===== config.mk =====
export PLATFORM = sky130hd
export DESIGN_NAME = skidBuffer
export DESIGN_NICKNAME = d
export VERILOG_FILES = /design/src/hw/skidBuffer.sv
export SDC_FILE = /design/constraint.sdc
export NUM_CORES = 1
export LEC_CHECK = 0
export BUFFER_PORTS_ARGS = -buffer_cell sky130_fd_sc_hd__buf_2
export CAP_MARGIN = 0
export CORE_MARGIN = 2
export CORE_UTILIZATION = 45
export CTS_CLUSTER_SIZE = 16
export DETAILED_ROUTE_END_ITERATION = 6
export PLACE_DENSITY = 0.7
export SETUP_SLACK_MARGIN = 0.2
export SLEW_MARGIN = 10
export SYNTH_ARGS = -nofsm -noshare
export SYNTH_HDL_FRONTEND = slang
export SYNTH_SLANG_ARGS = --single-unit

===== constraint.sdc =====
create_clock -name clk -period 6.3 [get_ports clk]
set_input_delay 0.945 -clock clk [delete_from_list [all_inputs] [get_ports clk]]
set_output_delay 0.945 -clock clk [all_outputs]
set_load 0.02 [all_outputs]

===== src/hw/skidBuffer.sv =====
`timescale 1ns/1ps
`default_nettype none

module skidBuffer #(
    parameter type payloadType = logic [31:0]
) (
    input  wire logic clk,
    input  wire logic reset,
    input  wire logic inValid,
    output logic      inReady,
    input  payloadType inData,
    output logic      outValid,
    input  wire logic outReady,
    output payloadType outData
);

    // Main entry drives the output, skid entry catches a stalled beat
    payloadType mainData;
    payloadType skidData;
    logic       mainValid;
    logic       skidValid;
    logic       inAccept;
    logic       mainFree;

    // Ready only looks at local state, never at inValid
    assign inReady  = !skidValid;
    assign inAccept = inValid && inReady;
    assign mainFree = !mainValid || outReady;

    assign outValid = mainValid;
    assign outData  = mainData;

    always_ff @(posedge clk) begin
        if (reset) begin
            mainValid <= 1'b0;
            skidValid <= 1'b0;
        end else if (mainFree) begin
            // Skid entry drains first to keep order
            if (skidValid) begin
                skidValid <= 1'b0;
                mainValid <= 1'b1;
            end else begin
                mainValid <= inAccept;
            end
        end else if (inAccept) begin
            skidValid <= 1'b1;
        end
    end

    always_ff @(posedge clk) begin
        if (mainFree) begin
            mainData <= skidValid ? skidData : inData;
        end
        if (!mainFree && inAccept) begin
            skidData <= inData;
        end
    end

    // A stalled output must hold its payload
    assert property (@(posedge clk) disable iff (reset)
        outValid && !outReady |=> outValid && $stable(outData));

endmodule

`default_nettype wire


==> out/metrics.csv <==
stage;metric;value;unit
global_routing;initial antenna violation count;0;
synthesis;synthesized area;2521;um^2
timing;final worst slack;3.703;ns
floorplan;Die Area;6217;um^2
cells_and_area;Ant. Diodes;0;
routing;drc violations;0;
synthesis;number of synthesized flops with an enable pin;64;
timing;post-layout min period;2.597;ns
synthesis;post-synthesis sequential area ratio;77.82;%
global_routing;grt total ovfl;0;
timing;final setup violation count;0;
floorplan;CORE AREA;5473;um^2
routing;DR WL/cell;15.47;um
global_routing;vias in the first global route;1227;
timing;Fin Clk Skew;0.005771;ns
clocking;Skew-Pair Late Insertion Delay;0.33;ns
placed_design;detailed placement HPWL;2.766;mm
floorplan;Die X;78.85;um
hold_path;hold path startpoint;skidData[31];
synthesis;synth unique cells;13;
timing;unrepaired setup endpoints after global routing;no;
clocking;CTS tree;built;
worst_setup_path;Worst path max stage delay;1.04;ns
flow_run;Max-Cap Viols;0;
synthesis;Net Count, Synth;144;
floorplan;initial core utilization;46.07;%
synthesis;Synth area leaders;edfxtp_1 (76%), mux2_4 (16%), mux2_2 (2.2%);
timing;Period Utilization, post-route;41.23;%
worst_setup_path;crit-path max FO;35;
clocking;post-CTS setup buffer count;0;
synthesis;Synth Area in Simple Gates;0.8933;%
cells_and_area;area grow syn2layout;21.14;%
global_routing;GRT Util Overall;13.82;%
clocking;Clock Path Buffers;2;
timing;Hold WS;0.5450;ns
synthesis;Synth Area in Compound Gates;0.1985;%
worst_setup_path;crit end category;output port;
timing;fmax;0.3850;GHz
run_status;outcome;complete, no violations;
timing;setup TNS;0;ns
cells_and_area;share of layout cells above drive strength 1;61.70;%
synthesis;Async S/R FF share, synth;0;%
routing;Pre-antenna DRT Iters;4;
global_routing;first-pass GRT wire length;6.085;mm
synthesis;most common cell in the netlist;edfxtp_1;
placed_design;Placer Congestion;0.6511;
synthesis;Synth warnings;0;
placed_design;pre-CTS setup slack;3.686;ns
worst_setup_path;critical-path cell list;inv_1 -> buf_2;
clocking;CTS root buffer;clkbuf_8;
pwr;Worst IR Drop VDD;0.1481;mV
placed_design;port buffer count;69;
timing;Worst-Margin Slew;1.087;ns
synthesis;Synth Area in Adders;0;%
clocking;Clock Sinks;66;
worst_setup_path;Slowest cell on crit path;dfxtp_2;
pwr;Total Power;862.6;uW
placed_design;DP Area;2914;um^2
worst_setup_path;crit path DAT;1.65;ns
worst_setup_path;WS Path Type;flip-flop to output port;
floorplan;placement row count;27;
clocking;TritonCTS Buffers;9;
synthesis;Yosys top cell by area;edfxtp_1;
hold_path;worst hold path class;flip-flop to flip-flop;
timing;slew margin rel.;27.54;%
synthesis;post-synth top area share;76.23;%
synthesis;top cells by count, synth;edfxtp_1 (64), mux2_4 (27), mux2_2 (5);
routing;Initial DRC Count;60;
synthesis;Avg Cell Area, Syn;23.34;um^2
cells_and_area;Layout Cell Area excl Fill;3054;um^2
synthesis;multiplexer share of the synthesized area;18.31;%
pwr;pwr dens;282.4;nW/um^2
clocking;# H-tree levels;3;
clocking;clk slew on worst S/H paths;0.06;ns
clocking;# resized after CTS;0;
routing;via count;1205;
global_routing;largest net degree at the start of global routing;36;
synthesis;Syn Inst Count;108;
worst_setup_path;worst setup path startpoint;skidValid;
worst_setup_path;RR Startpoint;outValid;
timing;Slew Viols, Final;0;
cells_and_area;nets;222;
floorplan;I/O pins;70;
floorplan;Die Y-Extent;78.85;um
synthesis;ys flop type;edfxtp_1;
routing;ANT nets after route;0;
synthesis;Seq cells post-synth;66;
routing;DR vias/cell;4.635;
timing;Final Hold Viols;0;
pwr;Leakage Power;1.206;nW
worst_setup_path;data required time of the worst path;5.35;ns
worst_setup_path;startpoint types;flip-flop;
synthesis;Post-Synth XOR/XNOR Area;0;%
routing;routed wire length;4.023;mm
synthesis;largest family of logic cells by synthesized area;multiplexers;
clocking;hold-fix buffer count after cts;0;
state kept, by name, summed over array words and instances (netlist names):
name       cells
outValid       1
skidValid      1
outData       32
skidData      32
metal layers:
layer	share of wire, %	track usage (%)
met5	0	0
met4	3.0	8.793
met3	6.5	5.000
met2	47	21.37
met1	44	16.45
metrics by stage:
step                      util, %  std cells
after floorplan                 -        108
after global placement      53.25        247
after detailed placement    53.25        247
after CTS                   55.81        260
after global routing        55.81        260
final                       55.81        260
worst paths after layout:
kind | endpoint | slack (ns) | cells after the start
worst max-delay path | inReady | 3.70 | 2
worst min-delay path | outData[31] | 0.55 | 1
worst max register to register | skidData[19] | 4.52 | 3
worst min register to register | outData[31] | 0.55 | 1
placed cells by master, fill, tap and decap left out, drive strengths merged:
cell type  netlist  routed
clkbuf           0      12
dfxtp            2       2
nand2b           1       1
buf              4      71
nor2             1       1
mux2            32      32
clkinv           0       1
nor3             1       1
nor3b            1       1
inv              1       1
a21oi            1       1
edfxtp          64      64
final cells by class:
type,count,area (um^2)
clock inverter,1,5.005
inverter,1,3.754
fill,439,2419
multi-input combinational,37,496.7
timing repair buffer,71,360.3
clock buffer,12,135.1
sequential,66,1963
tap,72,90.09
critical path, delay by kind of cell, from the launching register on:
family	cells	cell delay, ns
buffers and inverters	2	0.27
DFF	1	1.04
cell families after synthesis:
logic type	Yosys count
AND/OR/NAND/NOR	4
multiplexers	32
flip-flops	66
AO/OA/AOI/OAI	1
buffers and inverters	5
power by group:
| group | internal, mW | switching, mW |
|---|---|---|
| logic | 0.0359 | 0.0429 |
| clock network | 0.136 | 0.134 |
| registers | 0.507 | 0.00781 |
| total | 0.678 | 0.184 |
Power figures use the tool's default switching activity.
