`src/hw/memAccessPkg.sv`:
```
`default_nettype none

package memAccessPkg;

    ////////////////////////////////////////////////////////////////////
    // Data path widths
    ////////////////////////////////////////////////////////////////////

    localparam int dataWidth = 32;
    localparam int byteWidth = 8;
    localparam int halfWidth = 16;
    // Byte lanes per word
    localparam int laneCount = dataWidth / byteWidth;

    ////////////////////////////////////////////////////////////////////
    // Access kinds
    ////////////////////////////////////////////////////////////////////

    // Signed kinds sign-extend on load, U kinds zero-extend
    typedef enum logic [2:0] {
        accWord  = 3'd0,
        accHalf  = 3'd1,
        accHalfU = 3'd2,
        accByte  = 3'd3,
        accByteU = 3'd4
    } accessKind;

    ////////////////////////////////////////////////////////////////////
    // Payloads carried by the skid buffers
    ////////////////////////////////////////////////////////////////////

    typedef struct packed {
        logic                 write;
        accessKind            kind;
        logic [dataWidth-1:0] addr;
        logic [dataWidth-1:0] wdata;
        logic [dataWidth-1:0] pc;
    } memRequest;

    typedef struct packed {
        logic [dataWidth-1:0] rdata;
        logic                 error;
        logic [dataWidth-1:0] pc;
    } memResponse;

endpackage

`default_nettype wire

```
`src/hw/memMapPkg.sv`:
```
`default_nettype none

package memMapPkg;

    ////////////////////////////////////////////////////////////////////
    // RAM geometry
    ////////////////////////////////////////////////////////////////////

    localparam int wordIndexBits = 10;
    localparam int ramWords = 2 ** wordIndexBits;

    ////////////////////////////////////////////////////////////////////
    // Address layout
    ////////////////////////////////////////////////////////////////////

    // Byte within the word sits in the lowest bits
    localparam int byteOffsetBits = 2;

    // Word index directly above the byte offset
    localparam int indexLsb = byteOffsetBits;
    localparam int indexMsb = indexLsb + wordIndexBits - 1;

    // Bits above indexMsb are ignored, so the address space wraps

endpackage

`default_nettype wire

```
`src/hw/storeAlign.sv`:
```
`timescale 1ns/1ps
`default_nettype none

module storeAlign (
    input  memAccessPkg::memRequest request,
    output logic                    misaligned,
    output logic [memAccessPkg::laneCount-1:0]     byteEnable,
    output logic [memAccessPkg::dataWidth-1:0]     laneData,
    output logic [memMapPkg::wordIndexBits-1:0]    wordIndex,
    output logic [memMapPkg::byteOffsetBits-1:0]   byteOffset
);

    import memAccessPkg::*;
    import memMapPkg::*;

    logic [laneCount-1:0] kindMask;

    assign wordIndex  = request.addr[indexMsb:indexLsb];
    assign byteOffset = request.addr[byteOffsetBits-1:0];

    ////////////////////////////////////////////////////////////////////
    // Alignment check
    ////////////////////////////////////////////////////////////////////

    always_comb begin
        case (request.kind)
            accWord: begin
                misaligned = byteOffset != '0;
            end
            accHalf, accHalfU: begin
                misaligned = byteOffset[0];
            end
            accByte, accByteU: begin
                misaligned = 1'b0;
            end
            // Unknown encodings are flagged like a bad address
            default: begin
                misaligned = 1'b1;
            end
        endcase
    end

    ////////////////////////////////////////////////////////////////////
    // Lane placement and enables
    ////////////////////////////////////////////////////////////////////

    // Store data is replicated over all lanes, the mask picks the right ones
    always_comb begin
        case (request.kind)
            accHalf, accHalfU: begin
                laneData = {2{request.wdata[halfWidth-1:0]}};
                kindMask = byteOffset[1] ? 4'b1100 : 4'b0011;
            end
            accByte, accByteU: begin
                laneData = {4{request.wdata[byteWidth-1:0]}};
                kindMask = 4'b0001 << byteOffset;
            end
            default: begin
                laneData = request.wdata;
                kindMask = 4'b1111;
            end
        endcase
    end

    // Loads and bad addresses touch nothing
    assign byteEnable = (request.write && !misaligned) ? kindMask : '0;

endmodule

`default_nettype wire

```
`config.mk`:
```
export PLATFORM = sky130hd
export DESIGN_NAME = storeAlign
export DESIGN_NICKNAME = d
export VERILOG_FILES = /design/src/hw/memAccessPkg.sv /design/src/hw/memMapPkg.sv /design/src/hw/storeAlign.sv
export SDC_FILE = /design/constraint.sdc
export NUM_CORES = 1
export LEC_CHECK = 0
export BUFFER_PORTS_ARGS = -buffer_cell sky130_fd_sc_hd__buf_2
export CAP_MARGIN = 20
export CELL_PAD_IN_SITES_DETAIL_PLACEMENT = 1
export CELL_PAD_IN_SITES_GLOBAL_PLACEMENT = 2
export CORE_MARGIN = 2
export CORE_UTILIZATION = 10
export DETAILED_ROUTE_END_ITERATION = 8
export PLACE_DENSITY_LB_ADDON = 0.1
export SKIP_LAST_GASP = 1
export SYNTH_ARGS = -nofsm -noshare
export SYNTH_HDL_FRONTEND = slang
export SYNTH_SLANG_ARGS = --single-unit
```
`constraint.sdc`:
```
create_clock -name vclk -period 1.05
set_clock_uncertainty 0.1 [all_clocks]
set_input_delay 0.0525 -clock vclk [all_inputs]
set_output_delay 0.0525 -clock vclk [all_outputs]
set_load 0.005 [all_outputs]
```
==> flow_metrics.env, run 1 <==
export IMPL_run_status="complete, but fails checks"
export IMPL_violations="negative setup slack"
export IMPL_holdPathEnd="wordIndex[9]"
export IMPL_gp_congestion=0.708
export IMPL_final_setup_viol_count=29
export IMPL_postCtsHoldBufs=0
export IMPL_worstSetupPathType="in -> out"
export IMPL_design_seq_count=0
export IMPL_drt_initial_drc_count=25
export IMPL_die_x_um=98.7
export IMPL_gr_total_overflow=0
export IMPL_drc_errors=0
export IMPL_dpl_instance_area_um2=1480
export IMPL_topRoutingLayerUsed="met3"
export IMPL_synth_cell_types=28
export IMPL_hold_viol=0
export IMPL_layout_setup_ws_ps=-176
export IMPL_max_slew_margin=0.790
export IMPL_maxSlewViolCount=0
export IMPL_yosys_top_cells_area="buf_4, nand2_1, a22oi_1"
export IMPL_grt_use_total=0.0971
export IMPL_io_buffer_count=77
export IMPL_cpMostUsedCell="nor2_1"
export IMPL_wl_um=5060
export IMPL_start_util=0.103
export IMPL_leakagePower_uw=0.000899
export IMPL_tightest_slew_ps=314
export IMPL_hpwl_um=4140
export IMPL_die_h_um=98.7
export IMPL_crit_arrival_ps=1070
export IMPL_synth_top_cells_by_count="nand2_1, buf_4, nor2_1"
export IMPL_cp_startpoint="request[97]"
export IMPL_cap_viol_max_count=0
export IMPL_path_max_fanout=8
export IMPL_final_area_um2=1920
export IMPL_endpoint_kind="output pin"
export IMPL_stdcell_count=341
export IMPL_yosysMostFrequentCell="nand2_1"
export IMPL_n_fill_cell=1040
export IMPL_grt_max_degree=11
export IMPL_wl_met2_um=2540
export IMPL_wl_met1_um=2190
export IMPL_fin_nets=335
export IMPL_avgSynthCellArea_um2=5.89
export IMPL_drt_pass1_iter_count=4
export IMPL_wl_met3_um=335
export IMPL_grt_pass1_wl_um=7780
export IMPL_via_per_inst=4.05
export IMPL_crit_chain="buf_8, or2_4, mux2_4, nor2_1, nor2_1, buf_2"
export IMPL_setup_tns_ps=-3540
export IMPL_min_from="request[75]"
export IMPL_final_util=0.220
export IMPL_synth_cell_area_um2=896
export IMPL_multi_input_area_um2=997
export IMPL_vdd_ir_drop_max_uv=170
export IMPL_required_ps=900
export IMPL_via_count=1382
export IMPL_num_rows=34
export IMPL_fmaxAchievable_mhz=816
export IMPL_syn_nets=252
export IMPL_syn2layout_area_growth_pct=114
export IMPL_rsz0062_at_grt="yes"
export IMPL_core_um2=8720
export IMPL_clkbuf_count=0
export IMPL_finalCriticalPeriod_ps=1230
export IMPL_netlist_area_leader_share=0.193
export IMPL_power_density_nw_per_um2=519
export IMPL_yosysTopAreaCell="buf_4"
export IMPL_pin_count=149
export IMPL_antenna_found_initial=0
export IMPL_wl_per_cell_um=14.8
export IMPL_final_layout_size_suffix_gt1_frac=0.760
export IMPL_regArea_um2=0
export IMPL_worstSetupStartpointType="primary input"
export IMPL_diodes=0
export IMPL_hold_depth=0
export IMPL_crit_slowest_cell="mux2_4"
export IMPL_grt_pass1_vias=1486
export IMPL_dieArea_um2=9730
export IMPL_holdCritPathClass="in -> out"
export IMPL_max_stage_delay_ps=370
export IMPL_drtAntennaViolNets=0
export IMPL_ys_seq_area_frac=0
export IMPL_syn_inst=152
export IMPL_ys_warnings_count=0
export IMPL_dp_cells=339
export IMPL_finalCritPeriodShare=1.17
## timing repair
action	4_1_cts	5_1_grt
pin swaps	34	35
endpoints found under the setup margin	29	29
cloned	0	1
buffers inserted	0	3
gates resized for setup	49	51
hold endpoints to repair	0	0
## how the worst max path moves through the flow
stage | end | slack (ps) | cells past startpoint
after global routing | laneData[28] | -220 | 7
final | laneData[27] | -180 | 6
after detailed placement | byteEnable[0] | -360 | 4
after global placement | byteEnable[0] | -460 | 4
after floorplan | byteEnable[2] | 20 | 5
after CTS | laneData[28] | -190 | 6
## power breakdown
group	switching (µW)	internal, µW	total [µW]
Sequential	0	0	0
Combinational	486	511	996
Clock	0	0	0
## metal layers
layer | up-vias | global-route usage
met5 | - | 0
met4 | 0 | 0
met3 | 0 | 0.0191
met2 | 52 | 0.182
met1 | 644 | 0.122
li1 | 686 | -
## cells by family after synthesis
| group | after synthesis | synth area share |
|---|---|---|
| buffers and inverters | 35 | 0.250 |
| and+or+nand+nor | 68 | 0.321 |
| AOI/OAI and AO/OA | 44 | 0.369 |
| xor gates and xnor gates | 4 | 0.0475 |
| muxes | 1 | 0.0126 |
## critical path, delay by kind of cell
kind,cells,cell delay (ps)
buffers and inverters,2,230
muxes,1,370
and+or+nand+nor,3,410
## final cells by class
class                           count  area share
Multi-Input combinational cell    117       0.520
Tap cell                          108      0.0704
Timing Repair Buffer              112       0.402
Inverter                            4     0.00782
## per-stage QoR
step | hold WS (ps) | setup slack, ps | power, µW
after floorplan | 85.8 | 22.7 | 386
after global placement | 5.03 | -457 | 777
after detailed placement | 5.03 | -364 | 767
after CTS | 5.03 | -190 | 863
after global routing | 5.01 | -220 | 1100
final | 5.00 | -176 | 996
## cell usage in the layout, fill, tap and decap left out, drive strengths merged, types with 2 or more instances in the layout
cell       n
nor3       3
o22ai      9
nand3      7
inv        4
nand2     35
a21o       2
a21oi      3
nor2b      3
buf      111
a22oi     16
xnor2      3
a2111oi    2
nor2      18
o22a       7
No activity file was read; power rests on OpenSTA's default activity.
==> run 2: changes to the inputs <==
- PLACE_DENSITY: unset -> 0.85
- PLACE_DENSITY_LB_ADDON: 0.1 -> unset
==> run 2 against run 1 <==
  * Die area unchanged
  * The run still ends with negative setup slack left
  * Via count increased by 3.0%
  * Setup slack got worse by 50 ps
  * Critical path type unchanged
  * Clock-buffer cell count stayed put
  * Routed wire length decreased by 4.0%
==> flow_metrics.env, run 2 (same netlist as run 1, synthesis figures left out) <==
export IMPL_drtAntennaViolNets=0
export IMPL_final_setup_viol_count=28
export IMPL_crit_slowest_cell="o32ai_1"
export IMPL_grt_pass1_vias=1469
export IMPL_dp_cells=329
export IMPL_num_rows=34
export IMPL_drt_initial_drc_count=8
export IMPL_start_util=0.103
export IMPL_tightest_slew_ps=299
export IMPL_core_um2=8720
export IMPL_regArea_um2=0
export IMPL_worstSetupPathType="in -> out"
export IMPL_endpoint_kind="output pin"
export IMPL_syn2layout_area_growth_pct=111
export IMPL_postCtsHoldBufs=0
export IMPL_wl_per_cell_um=14.3
export IMPL_via_per_inst=4.20
export IMPL_hold_viol=0
export IMPL_layout_common_cells="buf_2, nand2_1, buf_4, nand2_2, nor2_1"
export IMPL_cp_top_family="simple AND/OR/NAND/NOR gates"
export IMPL_leakagePower_uw=0.000873
export IMPL_die_x_um=98.7
export IMPL_stdcell_count=339
export IMPL_wl_met1_um=2050
export IMPL_design_seq_count=0
export IMPL_max_slew_margin=0.799
export IMPL_drt_pass1_iter_count=4
export IMPL_wl_met2_um=2610
export IMPL_maxSlewViolCount=0
export IMPL_antenna_found_initial=0
export IMPL_cap_viol_max_count=0
export IMPL_required_ps=900
export IMPL_topRoutingLayerUsed="met4"
export IMPL_fin_nets=333
export IMPL_worstSetupStartpointType="primary input"
export IMPL_wl_um=4860
export IMPL_finalCriticalPeriod_ps=1280
export IMPL_crit_arrival_ps=1120
export IMPL_pin_count=149
export IMPL_grt_max_degree=17
export IMPL_fmaxAchievable_mhz=784
export IMPL_dieArea_um2=9730
export IMPL_violations="negative setup slack"
export IMPL_vdd_ir_drop_max_uv=149
export IMPL_gp_congestion=0.759
export IMPL_power_density_nw_per_um2=517
export IMPL_crit_chain="buf_12, or2_4, nor3_1, a311oi_1, o32ai_1, buf_2"
export IMPL_holdCritPathClass="in -> out"
export IMPL_grt_pass1_wl_um=7470
export IMPL_cp_num_buf_inv=2
export IMPL_clkbuf_count=0
export IMPL_hpwl_um=3780
export IMPL_final_util=0.217
export IMPL_drc_errors=0
export IMPL_io_buffer_count=77
export IMPL_final_common_cell="buf_2"
export IMPL_finalCritPeriodShare=1.21
export IMPL_grt_use_total=0.0926
export IMPL_max_stage_delay_ps=300
export IMPL_path_max_fanout=6
export IMPL_wl_met3_um=196
export IMPL_run_status="complete, but fails checks"
export IMPL_diodes=0
export IMPL_layout_setup_ws_ps=-226
export IMPL_via_count=1423
export IMPL_final_layout_size_suffix_gt1_frac=0.701
export IMPL_die_h_um=98.7
export IMPL_gr_total_overflow=0
export IMPL_rsz0062_at_grt="yes"
==> run 2: cell count changes in the layout (fill, tap and decap cells not counted), moves of 2 or more <==
| cell | delta |
|---|---|
| buf_4 | -7 |
| nand2_2 | -5 |
| nand2_4 | -4 |
| nor2_1 | +2 |
| nor2_2 | -3 |
| buf_6 | -2 |
| nor2b_4 | -2 |
| o22ai_2 | +2 |
| buf_12 | +4 |
| nand2_1 | +9 |
| buf_2 | +2 |
==> run 2: final cells by class <==
type,instances,area (µm²)
well taps,108,135
fillers,1062,6830
multi-input cells,117,937
repair buffers,110,802
inverters,4,15.0
==> run 2: path summary, 6_finish.rpt <==
path                   startpoint             to  cells past startpoint
worst max-delay path  request[96]  byteEnable[3]                      6
worst min-delay path  request[75]   wordIndex[9]                      0
==> run 2: stage by stage <==
stage | worst slack, ps | TNS, ps | power, µW | hold WS [ps] | area (µm²)
after global placement | -317 | -6620 | 717 | 5.04 | 1410
after global routing | -259 | -4920 | 1070 | 5.01 | 1890
final | -226 | -3310 | 977 | 5.00 | 1890
after detailed placement | -360 | -7160 | 734 | 5.04 | 1410
after CTS | -195 | -3500 | 859 | 5.04 | 1660
after floorplan | 22.7 | 0 | 386 | 85.8 | 901
==> run 2: layer usage <==
metal / vias to the layer above / track usage
met3: 2 / 0.00709
met4: 0 / 0.00211
li1: 688 / -
met5: - / 0
met2: 48 / 0.184
met1: 685 / 0.114
==> run 2: timing repair <==
action | in CTS | in global routing
setup buffers | 6 | 3
resized for setup | 46 | 38
gates cloned | 0 | 1
pin swaps | 38 | 18
setup endpoints to repair | 29 | 29
==> run 2: where the power goes <==
part	leakage [µW]	switching, µW	total, µW	internal [µW]
combinational	0.000873	469	977	508
sequential	0	0	0	0
clock	0	0	0	0
==> run 3: changes to the inputs <==
- CORE_ASPECT_RATIO: unset -> 0.5
==> run 3 against run 2 <==
  * The flow still finishes with violations (negative setup slack)
  * Highest routed layer unchanged
  * Largest power group unchanged
  * First-iteration DRC count grew to 3.9 times the previous value
  * Via count down 0.98%
  * Maximum frequency up 1.3%
==> flow_metrics.env, run 3 (same netlist as run 1, synthesis figures left out) <==
export IMPL_run_status="complete, but fails checks"
export IMPL_violations="negative setup slack"
export IMPL_syn2layout_area_growth_pct=93.0
export IMPL_fin_nets=337
export IMPL_holdWs_ps=5.00
export IMPL_antenna_found_initial=0
export IMPL_grt_pass1_wl_um=6710
export IMPL_path_max_fanout=6
export IMPL_design_seq_count=0
export IMPL_finalCritPeriodShare=1.20
export IMPL_tightest_slew_ps=264
export IMPL_finalPower_uw=874
export IMPL_final_util=0.199
export IMPL_layout_common_cells="buf_2, nand2_1, buf_4, a22oi_1, nor2_1"
export IMPL_vdd_ir_drop_max_uv=96.4
export IMPL_clkPwrFrac=0
export IMPL_stdcell_count=352
export IMPL_grt_use_total=0.0825
export IMPL_fmaxAchievable_mhz=794
export IMPL_pre_cts_ws_ps=-301
export IMPL_maxSlewViolCount=0
export IMPL_p_int_uw=448
export IMPL_clkbuf_count=0
export IMPL_worstSetupStartpointType="primary input"
export IMPL_die_h_um=70.9
export IMPL_die_x_um=138
export IMPL_max_slew_margin=0.823
export IMPL_regArea_um2=0
export IMPL_crit_arrival_ps=1110
export IMPL_power_density_nw_per_um2=506
export IMPL_final_setup_viol_count=28
export IMPL_io_buffer_count=77
export IMPL_drt_pass1_iter_count=4
export IMPL_gr_total_overflow=0
export IMPL_swShare=0.488
export IMPL_drc_errors=0
export IMPL_rsz0062_at_grt="yes"
export IMPL_cp_startpoint="request[96]"
export IMPL_layout_setup_ws_ps=-209
export IMPL_required_ps=900
export IMPL_hold_viol=0
export IMPL_core_um2=8710
export IMPL_holdCritPathClass="in -> out"
export IMPL_wl_um=4470
export IMPL_postCtsHoldBufs=0
export IMPL_pwr_share_seq=0
export IMPL_via_per_inst=4.00
export IMPL_wl_per_cell_um=12.7
export IMPL_grt_pass1_vias=1386
export IMPL_diodes=0
export IMPL_start_util=0.103
export IMPL_p_switching_uw=426
export IMPL_endpoint="byteEnable[3]"
export IMPL_pin_count=149
export IMPL_hpwl_um=3400
export IMPL_final_common_cell="buf_2"
export IMPL_gp_congestion=0.738
export IMPL_num_rows=24
export IMPL_endpoint_kind="output pin"
export IMPL_cap_viol_max_count=0
export IMPL_combPwrFrac=1.000
export IMPL_dieArea_um2=9780
export IMPL_via_count=1409
export IMPL_worstSetupPathType="in -> out"
export IMPL_final_layout_size_suffix_gt1_frac=0.617
export IMPL_drtAntennaViolNets=0
export IMPL_dp_cells=343
export IMPL_grt_max_degree=13
export IMPL_drt_initial_drc_count=31
export IMPL_finalCriticalPeriod_ps=1260
export IMPL_leakagePower_uw=0.000856
## run 3: worst max-delay path, stage by stage
cell,delay (ps)
buf_12,110
buf_6,120
nor2b_4,130
nor3_2,160
a311oi_1,90
o32ai_1,290
buf_2,160
## run 3: routing by layer
| layer | vias to the layer above | share of wire | routed length, µm | GRT usage |
|---|---|---|---|---|
| met4 | 0 | 0.020 | 90 | 0.00454 |
| met5 | - | 0 | 0 | 0 |
| met1 | 691 | 0.40 | 1770 | 0.0928 |
| li1 | 692 | - | - | - |
| met2 | 20 | 0.57 | 2530 | 0.178 |
| met3 | 6 | 0.017 | 74 | 0.00143 |
## run 3: power by group through the flow
stage / Combinational [µW] / Clock (µW) / Sequential [µW]
3_5_place_dp: 717 / 0 / 0
5_1_grt: 949 / 0 / 0
2_1_floorplan: 386 / 0 / 0
6_report: 874 / 0 / 0
3_3_place_gp: 708 / 0 / 0
4_1_cts: 836 / 0 / 0
## run 3: final cells by class
class / count / area [µm²]
Fill cell: 1101 / 6980
Multi-Input combinational cell: 117 / 823
Timing Repair Buffer: 114 / 744
Tap cell: 117 / 146
Inverter: 4 / 15.0
## run 3: stage by stage
| stage | area (µm²) | setup TNS [ps] |
|---|---|---|
| 2_1_floorplan | 901 | 0 |
| 3_5_place_dp | 1430 | -6420 |
| 6_report | 1730 | -3510 |
| 5_1_grt | 1730 | -5220 |
| 4_1_cts | 1660 | -2860 |
| 3_3_place_gp | 1430 | -5370 |
## run 3: how the worst min path moves through the flow
| stage | from | to | slack [ps] | depth (start not counted) |
|---|---|---|---|---|
| after floorplan | request[64] | byteOffset[0] | 90 | 1 |
| after global placement | request[75] | wordIndex[9] | 5 | 0 |
| after detailed placement | request[75] | wordIndex[9] | 5 | 0 |
| after CTS | request[75] | wordIndex[9] | 5 | 0 |
| after global routing | request[72] | wordIndex[6] | 5 | 0 |
| final | request[66] | wordIndex[0] | 5 | 0 |
## run 3: timing repair
action                                 4_1_cts  5_1_grt
pin swaps                                   15       16
endpoints found under the hold margin        0        0
setup buffers                                4        4
cloned                                       1        0
resized for setup                           43       11
setup endpoints to repair                   29       29
