## config.mk

```make
export PLATFORM = sky130hd
export DESIGN_NAME = loadExtend
export DESIGN_NICKNAME = d
export VERILOG_FILES = /design/src/hw/memAccessPkg.sv /design/src/hw/memMapPkg.sv /design/src/hw/loadExtend.sv
export SDC_FILE = /design/constraint.sdc
export NUM_CORES = 1
export LEC_CHECK = 0
export ABC_AREA = 1
export BUFFER_PORTS_ARGS = -buffer_cell sky130_fd_sc_hd__buf_2
export CAP_MARGIN = 20
export CORE_ASPECT_RATIO = 0.75
export CORE_MARGIN = 2
export CORE_UTILIZATION = 30
export DETAILED_ROUTE_END_ITERATION = 10
export GPL_ROUTABILITY_DRIVEN = 0
export PLACE_DENSITY = 0.66
export SETUP_SLACK_MARGIN = 0.4
export SYNTH_ARGS = -nofsm -noshare
export SYNTH_HDL_FRONTEND = slang
export SYNTH_SLANG_ARGS = --single-unit
```

## constraint.sdc

```tcl
create_clock -name vclk -period 1.61
set_input_delay 0.0805 -clock vclk [all_inputs]
set_output_delay 0.0805 -clock vclk [all_outputs]
set_load 0.005 [all_outputs]
```

## src/hw/memAccessPkg.sv

```systemverilog
`default_nettype none

package memAccessPkg;

    ////////////////////////////////////////////////////////////////////
    // Data path widths
    ////////////////////////////////////////////////////////////////////

    localparam int dataWidth = 32;
    localparam int byteWidth = 8;
    localparam int halfWidth = 16;
    // Byte lanes per word
    localparam int laneCount = dataWidth / byteWidth;

    ////////////////////////////////////////////////////////////////////
    // Access kinds
    ////////////////////////////////////////////////////////////////////

    // Signed kinds sign-extend on load, U kinds zero-extend
    typedef enum logic [2:0] {
        accWord  = 3'd0,
        accHalf  = 3'd1,
        accHalfU = 3'd2,
        accByte  = 3'd3,
        accByteU = 3'd4
    } accessKind;

    ////////////////////////////////////////////////////////////////////
    // Payloads carried by the skid buffers
    ////////////////////////////////////////////////////////////////////

    typedef struct packed {
        logic                 write;
        accessKind            kind;
        logic [dataWidth-1:0] addr;
        logic [dataWidth-1:0] wdata;
        logic [dataWidth-1:0] pc;
    } memRequest;

    typedef struct packed {
        logic [dataWidth-1:0] rdata;
        logic                 error;
        logic [dataWidth-1:0] pc;
    } memResponse;

endpackage

`default_nettype wire

```

## src/hw/memMapPkg.sv

```systemverilog
`default_nettype none

package memMapPkg;

    ////////////////////////////////////////////////////////////////////
    // RAM geometry
    ////////////////////////////////////////////////////////////////////

    localparam int wordIndexBits = 10;
    localparam int ramWords = 2 ** wordIndexBits;

    ////////////////////////////////////////////////////////////////////
    // Address layout
    ////////////////////////////////////////////////////////////////////

    // Byte within the word sits in the lowest bits
    localparam int byteOffsetBits = 2;

    // Word index directly above the byte offset
    localparam int indexLsb = byteOffsetBits;
    localparam int indexMsb = indexLsb + wordIndexBits - 1;

    // Bits above indexMsb are ignored, so the address space wraps

endpackage

`default_nettype wire

```

## src/hw/loadExtend.sv

```systemverilog
`timescale 1ns/1ps
`default_nettype none

module loadExtend (
    input  wire logic [memAccessPkg::dataWidth-1:0]   word,
    input  memAccessPkg::accessKind                   kind,
    input  wire logic [memMapPkg::byteOffsetBits-1:0] byteOffset,
    input  wire logic misaligned,
    input  wire logic [memAccessPkg::dataWidth-1:0]   pc,
    output memAccessPkg::memResponse                  response
);

    import memAccessPkg::*;

    logic [halfWidth-1:0] halfVal;
    logic [byteWidth-1:0] byteVal;
    logic [dataWidth-1:0] extended;

    // Lane select, little endian
    assign halfVal = byteOffset[1] ? word[dataWidth-1:halfWidth] : word[halfWidth-1:0];
    assign byteVal = word[byteOffset*byteWidth +: byteWidth];

    always_comb begin
        case (kind)
            accWord: begin
                extended = word;
            end
            accHalf: begin
                extended = {{(dataWidth-halfWidth){halfVal[halfWidth-1]}}, halfVal};
            end
            accHalfU: begin
                extended = {{(dataWidth-halfWidth){1'b0}}, halfVal};
            end
            accByte: begin
                extended = {{(dataWidth-byteWidth){byteVal[byteWidth-1]}}, byteVal};
            end
            accByteU: begin
                extended = {{(dataWidth-byteWidth){1'b0}}, byteVal};
            end
            default: begin
                extended = '0;
            end
        endcase
    end

    // Bad access gives zero data and the error flag
    assign response = '{
        rdata: misaligned ? '0 : extended,
        error: misaligned,
        pc:    pc
    };

endmodule

`default_nettype wire

```

==> results.tsv, run 1 <==
metric	value	unit
area_growth_syn_to_layout	27.5	%
placement.io_buffers	71	
rows	22	
cts-hold-fix-buffers	0	
cp-end-kind	output pin	
grt_setup_unrepaired	yes	
critical_path_peak_fanout	8	
grt_pass1_wl	7360	um
setup.worst_path.class	input pin to output pin	
outcome	finished clean	
vias	2034	
period_minus_slack	1.18	ns
drv.max_cap_violation_count	0	
p_total	468	uW
worstSetupStartpointType	input pin	
critical-path-slowest-cell	sky130_fd_sc_hd__clkbuf_16	
cp.required	1.53	ns
n_sequential_cell	0	
number_of_antenna_violations_at_the_first_check_in_global_routing	0	
hold_start	pc[17]	
grt-ovfl-total	0	
cp_common_cell	sky130_fd_sc_hd__nand2_2	
post_route_cells_drive_above_1_share	35.0	%
die_h	65.7	um
synthesis.area	0.00152	sq mm
timing.hold.worst_endpoint	response[17]	
whs_path_depth	0	
total_routed_length	5120	um
worst_slew_margin_rel	81.5	%
final.period_utilization	73.4	%
drv_slew	0	
synthesis.nets	393	
ant_nets	0	
sequential_element_share_of_the_synthesized_area	0	%
final_net_count	441	
total_leakage_power	1.44	nW
hold_path.class	input pin to output pin	
detailed_place_hpwl	3640	um
timing.critical_path.cells	buf_6, buf_8, nand2_2, nand3_2, nand2_2, nand2_4, clkbuf_16, a21oi_1, buf_2	
drt_pass1_iterations	4	
grt_start_max_net_pins	18	
drt_first_iter_violations	137	
final-seq-area	0	sq um
antenna-diode-count	0	
post_synth_inst_count	323	
clockBufferCount	0	
vias_per_cell	4.74	
die_width	86.2	um
synth-warning-count	0	
fp.dieArea	0.00566	sq mm
grt_pass1_vias	1685	
placed_area	0.00170	sq mm
avgSynthCellArea	4.71	sq um
aggregate_global_route_resource_usage	15.5	%
final_cell_area	0.00194	sq mm
routedWlPerCell	11.9	um
finalHoldViolCount	0	
start_util	31.1	%
setup-violations-final	0	
worst_pin_slew	0.277	ns
worst-endpoint-arrival	1.10	ns
core-area	0.00490	sq mm
power_density	241	mW/mm^2
top_level_ports	135	
setup_tns	0	ns
max_freq	0.846	GHz
detail_route.drc_violations	0	
ir_drop	0.0844	mV
synth_cell_types	17	
max_stage_delay	0.18	ns
## cell usage in the layout, fill, tap and decap left out
cell type and instances:
sky130_fd_sc_hd__a21oi_1 11, sky130_fd_sc_hd__a21oi_2 5, sky130_fd_sc_hd__and2_1 1, sky130_fd_sc_hd__buf_12 1
sky130_fd_sc_hd__buf_2 70, sky130_fd_sc_hd__buf_4 14, sky130_fd_sc_hd__buf_6 6, sky130_fd_sc_hd__buf_8 1
sky130_fd_sc_hd__clkbuf_16 1, sky130_fd_sc_hd__clkbuf_4 1, sky130_fd_sc_hd__clkinvlp_4 1, sky130_fd_sc_hd__inv_1 61
sky130_fd_sc_hd__inv_2 1, sky130_fd_sc_hd__inv_4 1, sky130_fd_sc_hd__nand2_1 113, sky130_fd_sc_hd__nand2_2 8
sky130_fd_sc_hd__nand2_4 1, sky130_fd_sc_hd__nand3_1 36, sky130_fd_sc_hd__nand3_2 13, sky130_fd_sc_hd__nand3_4 1
sky130_fd_sc_hd__nor2_1 11, sky130_fd_sc_hd__nor2_2 1, sky130_fd_sc_hd__o21ai_0 7, sky130_fd_sc_hd__or2_4 3
## worst max-delay path: cells and delay by family
| kind | cells | cell delay (ns) |
|---|---|---|
| and+or+nand+nor | 4 | 0.32 |
| buffers and inverters | 4 | 0.53 |
| AOI/OAI and AO/OA | 1 | 0.16 |
## per-stage QoR
stage / setup slack (ns) / util [%] / std cells / hold slack, ns
final: 0.428 / 39.6 / 429 / 0.161
after global routing: 0.373 / 39.6 / 429 / 0.161
after CTS: 0.355 / 35.9 / 419 / 0.161
after detailed placement: 0.121 / 34.8 / 415 / 0.161
after global placement: 0.154 / 34.8 / 415 / 0.161
after floorplan: 0.606 / - / 323 / 0.242
## power by group
part / internal [mW] / switching [mW] / total [mW]
registers: 0 / 0 / 0
logic: 0.204 / 0.264 / 0.468
clock network: 0 / 0 / 0
## metal layers
layer,vias up,share of wire [%],GRT usage [%],wire length (um)
met2,112,43,25.2,2220
met5,-,0,0,0
met1,889,45,22.6,2310
li1,1027,-,-,-
met4,0,0.74,2.15,38
met3,6,11,1.63,549
## cell type report
cell class / instances / area (sq um)
well taps: 60 / 75.1
fillers: 590 / 2960
multi-input cells: 211 / 1030
inverters: 64 / 246
repair buffers: 94 / 591
## synthesized netlist by cell type
| library cell | number | area share [%] |
|---|---|---|
| sky130_fd_sc_hd__nand3_1 | 40 | 13 |
| sky130_fd_sc_hd__buf_6 | 2 | 1.5 |
| sky130_fd_sc_hd__clkbuf_1 | 3 | 0.74 |
| sky130_fd_sc_hd__buf_2 | 9 | 3.0 |
| sky130_fd_sc_hd__nor2_1 | 12 | 3.0 |
| sky130_fd_sc_hd__a21oi_1 | 16 | 5.3 |
| sky130_fd_sc_hd__and2_1 | 1 | 0.41 |
| sky130_fd_sc_hd__inv_1 | 63 | 16 |
| sky130_fd_sc_hd__buf_1 | 1 | 0.25 |
| sky130_fd_sc_hd__clkbuf_2 | 1 | 0.33 |
| sky130_fd_sc_hd__o21ai_0 | 7 | 2.3 |
| sky130_fd_sc_hd__nand2_1 | 119 | 29 |
| sky130_fd_sc_hd__or2_1 | 1 | 0.41 |
| sky130_fd_sc_hd__buf_4 | 34 | 17 |
| sky130_fd_sc_hd__nand2_2 | 3 | 1.2 |
| sky130_fd_sc_hd__inv_2 | 1 | 0.25 |
| sky130_fd_sc_hd__nand3_2 | 10 | 6.6 |
## worst max-delay path by stage
| stage | from | end | slack (ns) |
|---|---|---|---|
| 2_1_floorplan | kind[2] | response[54] | 0.61 |
| 3_3_place_gp | byteOffset[1] | response[60] | 0.15 |
| 3_5_place_dp | byteOffset[1] | response[60] | 0.12 |
| 4_1_cts | byteOffset[1] | response[56] | 0.36 |
| 5_1_grt | kind[2] | response[41] | 0.37 |
| 6_report | byteOffset[1] | response[42] | 0.43 |
## cells by family after synthesis
kind of cell    Yosys count  synth area share, %
simple gates            186                 54.1
buf+inv                 114                 38.3
compound gates           23                 7.57
## repair_timing
| item | in CTS | in global routing |
|---|---|---|
| gates resized for setup | 8 | 27 |
| pin swaps | 2 | 5 |
| buffers inserted | 4 | 6 |
| gates cloned | 0 | 4 |
| setup endpoints to repair | 31 | 32 |
(Power assumes the default switching activity.)
==> inputs of run 2 (changes only) <==
--- a/config.mk
+++ b/config.mk
@@ -5,7 +5,7 @@
 export SDC_FILE = /design/constraint.sdc
 export NUM_CORES = 1
 export LEC_CHECK = 0
-export ABC_AREA = 1
+export ABC_AREA = 0
 export BUFFER_PORTS_ARGS = -buffer_cell sky130_fd_sc_hd__buf_2
 export CAP_MARGIN = 20
 export CORE_ASPECT_RATIO = 0.75
@@ -13,7 +13,7 @@
 export CORE_UTILIZATION = 30
 export DETAILED_ROUTE_END_ITERATION = 10
 export GPL_ROUTABILITY_DRIVEN = 0
-export PLACE_DENSITY = 0.66
+export PLACE_DENSITY = 0.79
 export SETUP_SLACK_MARGIN = 0.4
 export SYNTH_ARGS = -nofsm -noshare
 export SYNTH_HDL_FRONTEND = slang
==> constraint.sdc (replaced) <==
create_clock -name vclk -period 1
set_input_delay 0.05 -clock vclk [all_inputs]
set_output_delay 0.05 -clock vclk [all_outputs]
set_load 0.005 [all_outputs]
==> results.tsv, run 2 <==
metric	value	unit	change
cp.required	0.95	ns	-0.58 ns
synth-warning-count	0		unchanged
fp.dieArea	0.00411	sq mm	-27%
drt_first_iter_violations	69		-50%
final-seq-area	0	sq um	unchanged
vias	1347		-34%
antenna-diode-count	0		unchanged
worstSetupStartpointType	input pin		
place_inst	245		-41%
final.period_utilization	127	%	
ir_drop	0.139	mV	+64%
total_leakage_power	0.785	nW	-45%
finalNonFillerCells	249		-42%
detailed_place_hpwl	2800	um	-23%
worst-endpoint-arrival	1.22	ns	+0.12 ns
synth_simple_gate_area_share	17.3	%	-37 points
critical-path-slowest-cell	sky130_fd_sc_hd__or3b_4		
drt_pass1_iterations	4		unchanged
total_stage_count_of_the_critical_path	6		-3
sequential_element_share_of_the_synthesized_area	0	%	unchanged
layout.cells.most_common	sky130_fd_sc_hd__buf_2		
synth_fa_ha_area_share	0	%	unchanged
cpLargestDelayFamily	simple AND/OR/NAND/NOR gates		
critical_path_peak_fanout	7		-1
finalHoldViolCount	0		unchanged
crit_buf_inv	2		-2
grt_pass1_vias	1401		-17%
max_freq	0.786	GHz	
crit_end	response[34]		
drv.max_cap_violation_count	0		unchanged
synthMuxAreaShare	19.2	%	+19 points
vias_per_cell	5.41		+14%
outcome	finished, violations left		
setup-violations-final	32		+32
routedWlPerCell	16.5	um	+38%
die_h	56.0	um	-15%
worst_slew_margin_rel	80.8	%	-0.75 points
core-area	0.00338	sq mm	-31%
avgSynthCellArea	7.04	sq um	+49%
ant_nets	0		unchanged
detail_route.drc_violations	0		unchanged
die_width	73.4	um	-15%
post-synth-top-count-cell	sky130_fd_sc_hd__buf_4		
synth_top_area_share	22.9	%	-6.5 points
start_util	32.1	%	+1.0 points
power_density	444	mW/mm^2	+84%
netlist_top_cells_area	sky130_fd_sc_hd__buf_4 (23%), sky130_fd_sc_hd__mux2_2 (14%), sky130_fd_sc_hd__a21oi_1 (11%)		
grt_pass1_wl	6350	um	-14%
grt_start_max_net_pins	33		+15
top_level_ports	135		unchanged
synth_cell_types	28		+11
total_routed_length	4110	um	-20%
synth_compound_gate_area_share	32.2	%	+25 points
fill_cells	330		-44%
setup.worst_path.class	input pin to output pin		
grt-ovfl-total	0		unchanged
dp_slack	-0.331	ns	-0.452 ns
timing.critical_path.cells	buf_4, or3b_4, a21boi_4, a222oi_1, nor2_1, buf_2		
synthesis.area	0.00108	sq mm	-29%
max_stage_delay	0.42	ns	+0.24 ns
period_minus_slack	1.27	ns	
hold_path.class	input pin to output pin		
failed_checks	setup timing		
hold_start	pc[0]		
combinational_family_with_the_most_area_after_synthesis	compound AO/OA/AOI/OAI gates		
drv_slew	0		unchanged
xor_xnor_share_of_the_synthesized_area	0.808	%	+0.81 points
cp-end-kind	output pin		
worst_pin_slew	0.288	ns	+0.0113 ns
fin_ws	-0.272	ns	-0.700 ns
setup_tns	-6.67	ns	-6.67 ns
aggregate_global_route_resource_usage	18.7	%	+3.1 points
grt_setup_unrepaired	yes		
synth_top_cell_by_area	sky130_fd_sc_hd__buf_4		
synthesis.nets	224		-43%
clockBufferCount	0		unchanged
area_growth_syn_to_layout	61.7	%	
synth_commonest_cells	sky130_fd_sc_hd__buf_4 (33), sky130_fd_sc_hd__a21oi_1 (24), sky130_fd_sc_hd__nand2_1 (18), sky130_fd_sc_hd__mux2_2 (13), sky130_fd_sc_hd__nor2_1 (9)		
final_net_count	281		-36%
cts-hold-fix-buffers	0		unchanged
n_sequential_cell	0		unchanged
timing.critical_path.from	kind[2]		
post_synth_inst_count	154		-52%
post_route_cells_drive_above_1_share	74.6	%	+40 points
most-common-layout-cells	sky130_fd_sc_hd__buf_2 (66), sky130_fd_sc_hd__a21oi_2 (24), sky130_fd_sc_hd__nand2_1 (18)		
rows	18		-18%
placement.io_buffers	71		unchanged
number_of_antenna_violations_at_the_first_check_in_global_routing	0		unchanged
-- run 2: cell count changes after synthesis, moves of 5 or more --
| cell | previous run | this run |
|---|---|---|
| sky130_fd_sc_hd__inv_1 | 63 | 0 |
| sky130_fd_sc_hd__nand2_1 | 119 | 18 |
| sky130_fd_sc_hd__nand3_2 | 10 | 0 |
| sky130_fd_sc_hd__mux2i_1 | 0 | 5 |
| sky130_fd_sc_hd__buf_2 | 9 | 3 |
| sky130_fd_sc_hd__a222oi_1 | 0 | 7 |
| sky130_fd_sc_hd__mux2_2 | 0 | 13 |
| sky130_fd_sc_hd__o21a_1 | 0 | 8 |
| sky130_fd_sc_hd__nand3_1 | 40 | 0 |
| sky130_fd_sc_hd__a21oi_1 | 16 | 24 |
-- run 2: repair_timing --
item | CTS | global route
cloned | 0 | 1
pin swaps | 11 | 12
hold endpoints to repair | 0 | 0
endpoints found under the setup margin | 32 | 32
buffers inserted | 1 | 2
resized for setup | 53 | 17
-- run 2: layout make-up --
cell class / count / area, sq um / area share (%)
multi-input combinational: 110 / 988 / 56.4
timing repair buffer: 99 / 713 / 40.7
tap: 40 / 50.0 / 2.86
-- run 2: worst min-delay path by stage --
stage	slack, ns	endpoint	cells after the start
2_1_floorplan	0.18	response[0]	1
5_1_grt	0.10	response[17]	0
3_3_place_gp	0.10	response[24]	0
4_1_cts	0.10	response[24]	0
6_report	0.10	response[0]	0
3_5_place_dp	0.10	response[24]	0
-- run 2: per-stage QoR --
step	utilization, %	hold slack (ns)	area (sq um)	power (mW)
finish	51.9	0.100	1750	0.777
global route	51.9	0.100	1750	0.839
CTS	48.4	0.100	1640	0.698
detailed placement	41.6	0.100	1410	0.584
global placement	41.6	0.100	1410	0.577
floorplan	-	0.181	1130	0.430
-- run 2: where the power goes --
group          switching (mW)  internal [mW]  leakage, nW
registers                   0              0            0
clock network               0              0            0
logic                   0.364          0.413        0.785
total                   0.364          0.413        0.785
-- run 2: routing by layer --
layer	GRT usage, %	vias to the layer above	wire length [um]
met1	23.4	628	1830
li1	-	639	-
met4	2.60	0	87
met3	5.07	12	325
met5	0	-	0
met2	32.3	68	1870
-- run 2: logic make-up after synthesis --
family / count (synthesis)
buffers and inverters: 44
AO/OA/AOI/OAI: 53
multiplexers: 19
XOR/XNOR: 1
AND/OR/NAND/NOR: 37
==> inputs of run 3 (changes only) <==
==> constraint.sdc (replaced) <==
create_clock -name vclk -period 1
set_input_delay 0.15 -clock vclk [all_inputs]
set_output_delay 0.15 -clock vclk [all_outputs]
set_load 0.005 [all_outputs]
==> results.tsv, run 3 (synthesis results as in run 2) <==
metric	value	unit	change
final.period_utilization	148	%	+21 points
worst-endpoint-arrival	1.33	ns	+0.11 ns
routedWlPerCell	15.5	um	-6.3%
grt_pass1_vias	1302		-7.1%
final_net_count	287		+2.1%
finalNonFillerCells	255		+2.4%
grt-ovfl-total	0		unchanged
rows	18		unchanged
critical-path-slowest-cell	sky130_fd_sc_hd__or4b_4		
setup.worst_path.class	input pin to output pin		
detailed_place_hpwl	2780	um	-0.42%
clockBufferCount	0		unchanged
power_density	437	mW/mm^2	-1.5%
most-common-layout-cells	sky130_fd_sc_hd__buf_2 (66), sky130_fd_sc_hd__a21oi_2 (23), sky130_fd_sc_hd__buf_4 (23)		
antenna-diode-count	0		unchanged
drt_first_iter_violations	31		-55%
ant_nets	0		unchanged
area_growth_syn_to_layout	59.8	%	
period_minus_slack	1.48	ns	+0.207 ns
ir_drop	0.159	mV	+15%
n_sequential_cell	0		unchanged
place_inst	251		+2.4%
max_freq	0.676	GHz	-14%
failed_checks	setup timing		
cp.required	0.85	ns	-0.10 ns
worst_slew_margin_rel	80.9	%	+0.12 points
cts-hold-fix-buffers	0		unchanged
die_h	56.0	um	unchanged
grt_start_max_net_pins	33		unchanged
post_route_cells_drive_above_1_share	74.0	%	-0.69 points
aggregate_global_route_resource_usage	18.5	%	-0.13 points
top_level_ports	135		unchanged
p_total	757	uW	-2.6%
final_util	51.3	%	-0.59 points
worst_pin_slew	0.287	ns	-0.00177 ns
drt_pass1_iterations	4		unchanged
layout.cells.most_common	sky130_fd_sc_hd__buf_2		
max_stage_delay	0.56	ns	+0.14 ns
grt_pass1_wl	6220	um	-2.0%
hold_path.class	input pin to output pin		
drv_slew	0		unchanged
vias	1334		-0.97%
fin_ws	-0.479	ns	-0.207 ns
crit_buf_inv	2		unchanged
placement.io_buffers	71		unchanged
start_util	32.1	%	unchanged
core-area	0.00338	sq mm	unchanged
total_routed_length	3950	um	-4.0%
detail_route.drc_violations	0		unchanged
die_width	73.4	um	unchanged
cp-end-kind	output pin		
total_leakage_power	0.792	nW	+0.84%
timing.critical_path.cells	buf_8, or4b_4, o211ai_4, a222oi_1, nor2_1, buf_2		
critical_path_peak_fanout	7		unchanged
grt_setup_unrepaired	yes		
setup-violations-final	32		unchanged
vias_per_cell	5.23		-3.3%
drv.max_cap_violation_count	0		unchanged
fp.dieArea	0.00411	sq mm	unchanged
worstSetupStartpointType	input pin		
finalHoldViolCount	0		unchanged
holdWs	0.300	ns	+0.200 ns
final-seq-area	0	sq um	unchanged
cpLargestDelayFamily	simple AND/OR/NAND/NOR gates		
outcome	finished, violations left		
number_of_antenna_violations_at_the_first_check_in_global_routing	0		unchanged
[run 3: cell types whose count changed in the layout (fill, tap and decap cells not counted), moves of 2 or more]
cell / previous run / this run
sky130_fd_sc_hd__o21ai_0: 2 / 5
sky130_fd_sc_hd__buf_4: 14 / 23
sky130_fd_sc_hd__o21ai_1: 5 / 3
sky130_fd_sc_hd__buf_8: 4 / 2
[run 3: layout make-up]
type | count | area (sq um)
fillers | 341 | 1650
repair buffers | 105 | 717
well taps | 40 | 50.0
multi-input cells | 110 | 965
[run 3: final timing paths]
kind / from / endpoint / slack [ns] / depth (start not counted)
max: kind[1] / response[37] / -0.48 / 6
min: pc[0] / response[0] / 0.30 / 0
[run 3: repair_timing]
item	4_1_cts	5_1_grt
setup endpoints to repair	32	32
pin swaps	15	12
gates resized for setup	53	8
setup buffers	2	2
gates cloned	0	0
[run 3: report_power, final]
part	leakage (nW)	total (mW)	switching [mW]	internal (mW)
clock	0	0	0	0
combinational	0.792	0.757	0.353	0.404
sequential	0	0	0	0
[run 3: routing by layer]
layer / vias to the layer above / wire [um] / global-route usage, %
li1: 650 / - / -
met5: - / 0 / 0
met3: 8 / 269 / 3.08
met1: 609 / 1840 / 26.4
met2: 67 / 1790 / 29.9
met4: 0 / 44 / 2.08
[run 3: metrics by stage]
stage,setup TNS [ns],setup WS [ns],instance area [sq um]
6_report,-12.92,-0.479,1730
5_1_grt,-15.10,-0.575,1730
4_1_cts,-12.46,-0.454,1680
3_5_place_dp,-14.47,-0.527,1440
3_3_place_gp,-14.11,-0.501,1440
2_1_floorplan,-5.33,-0.211,1130
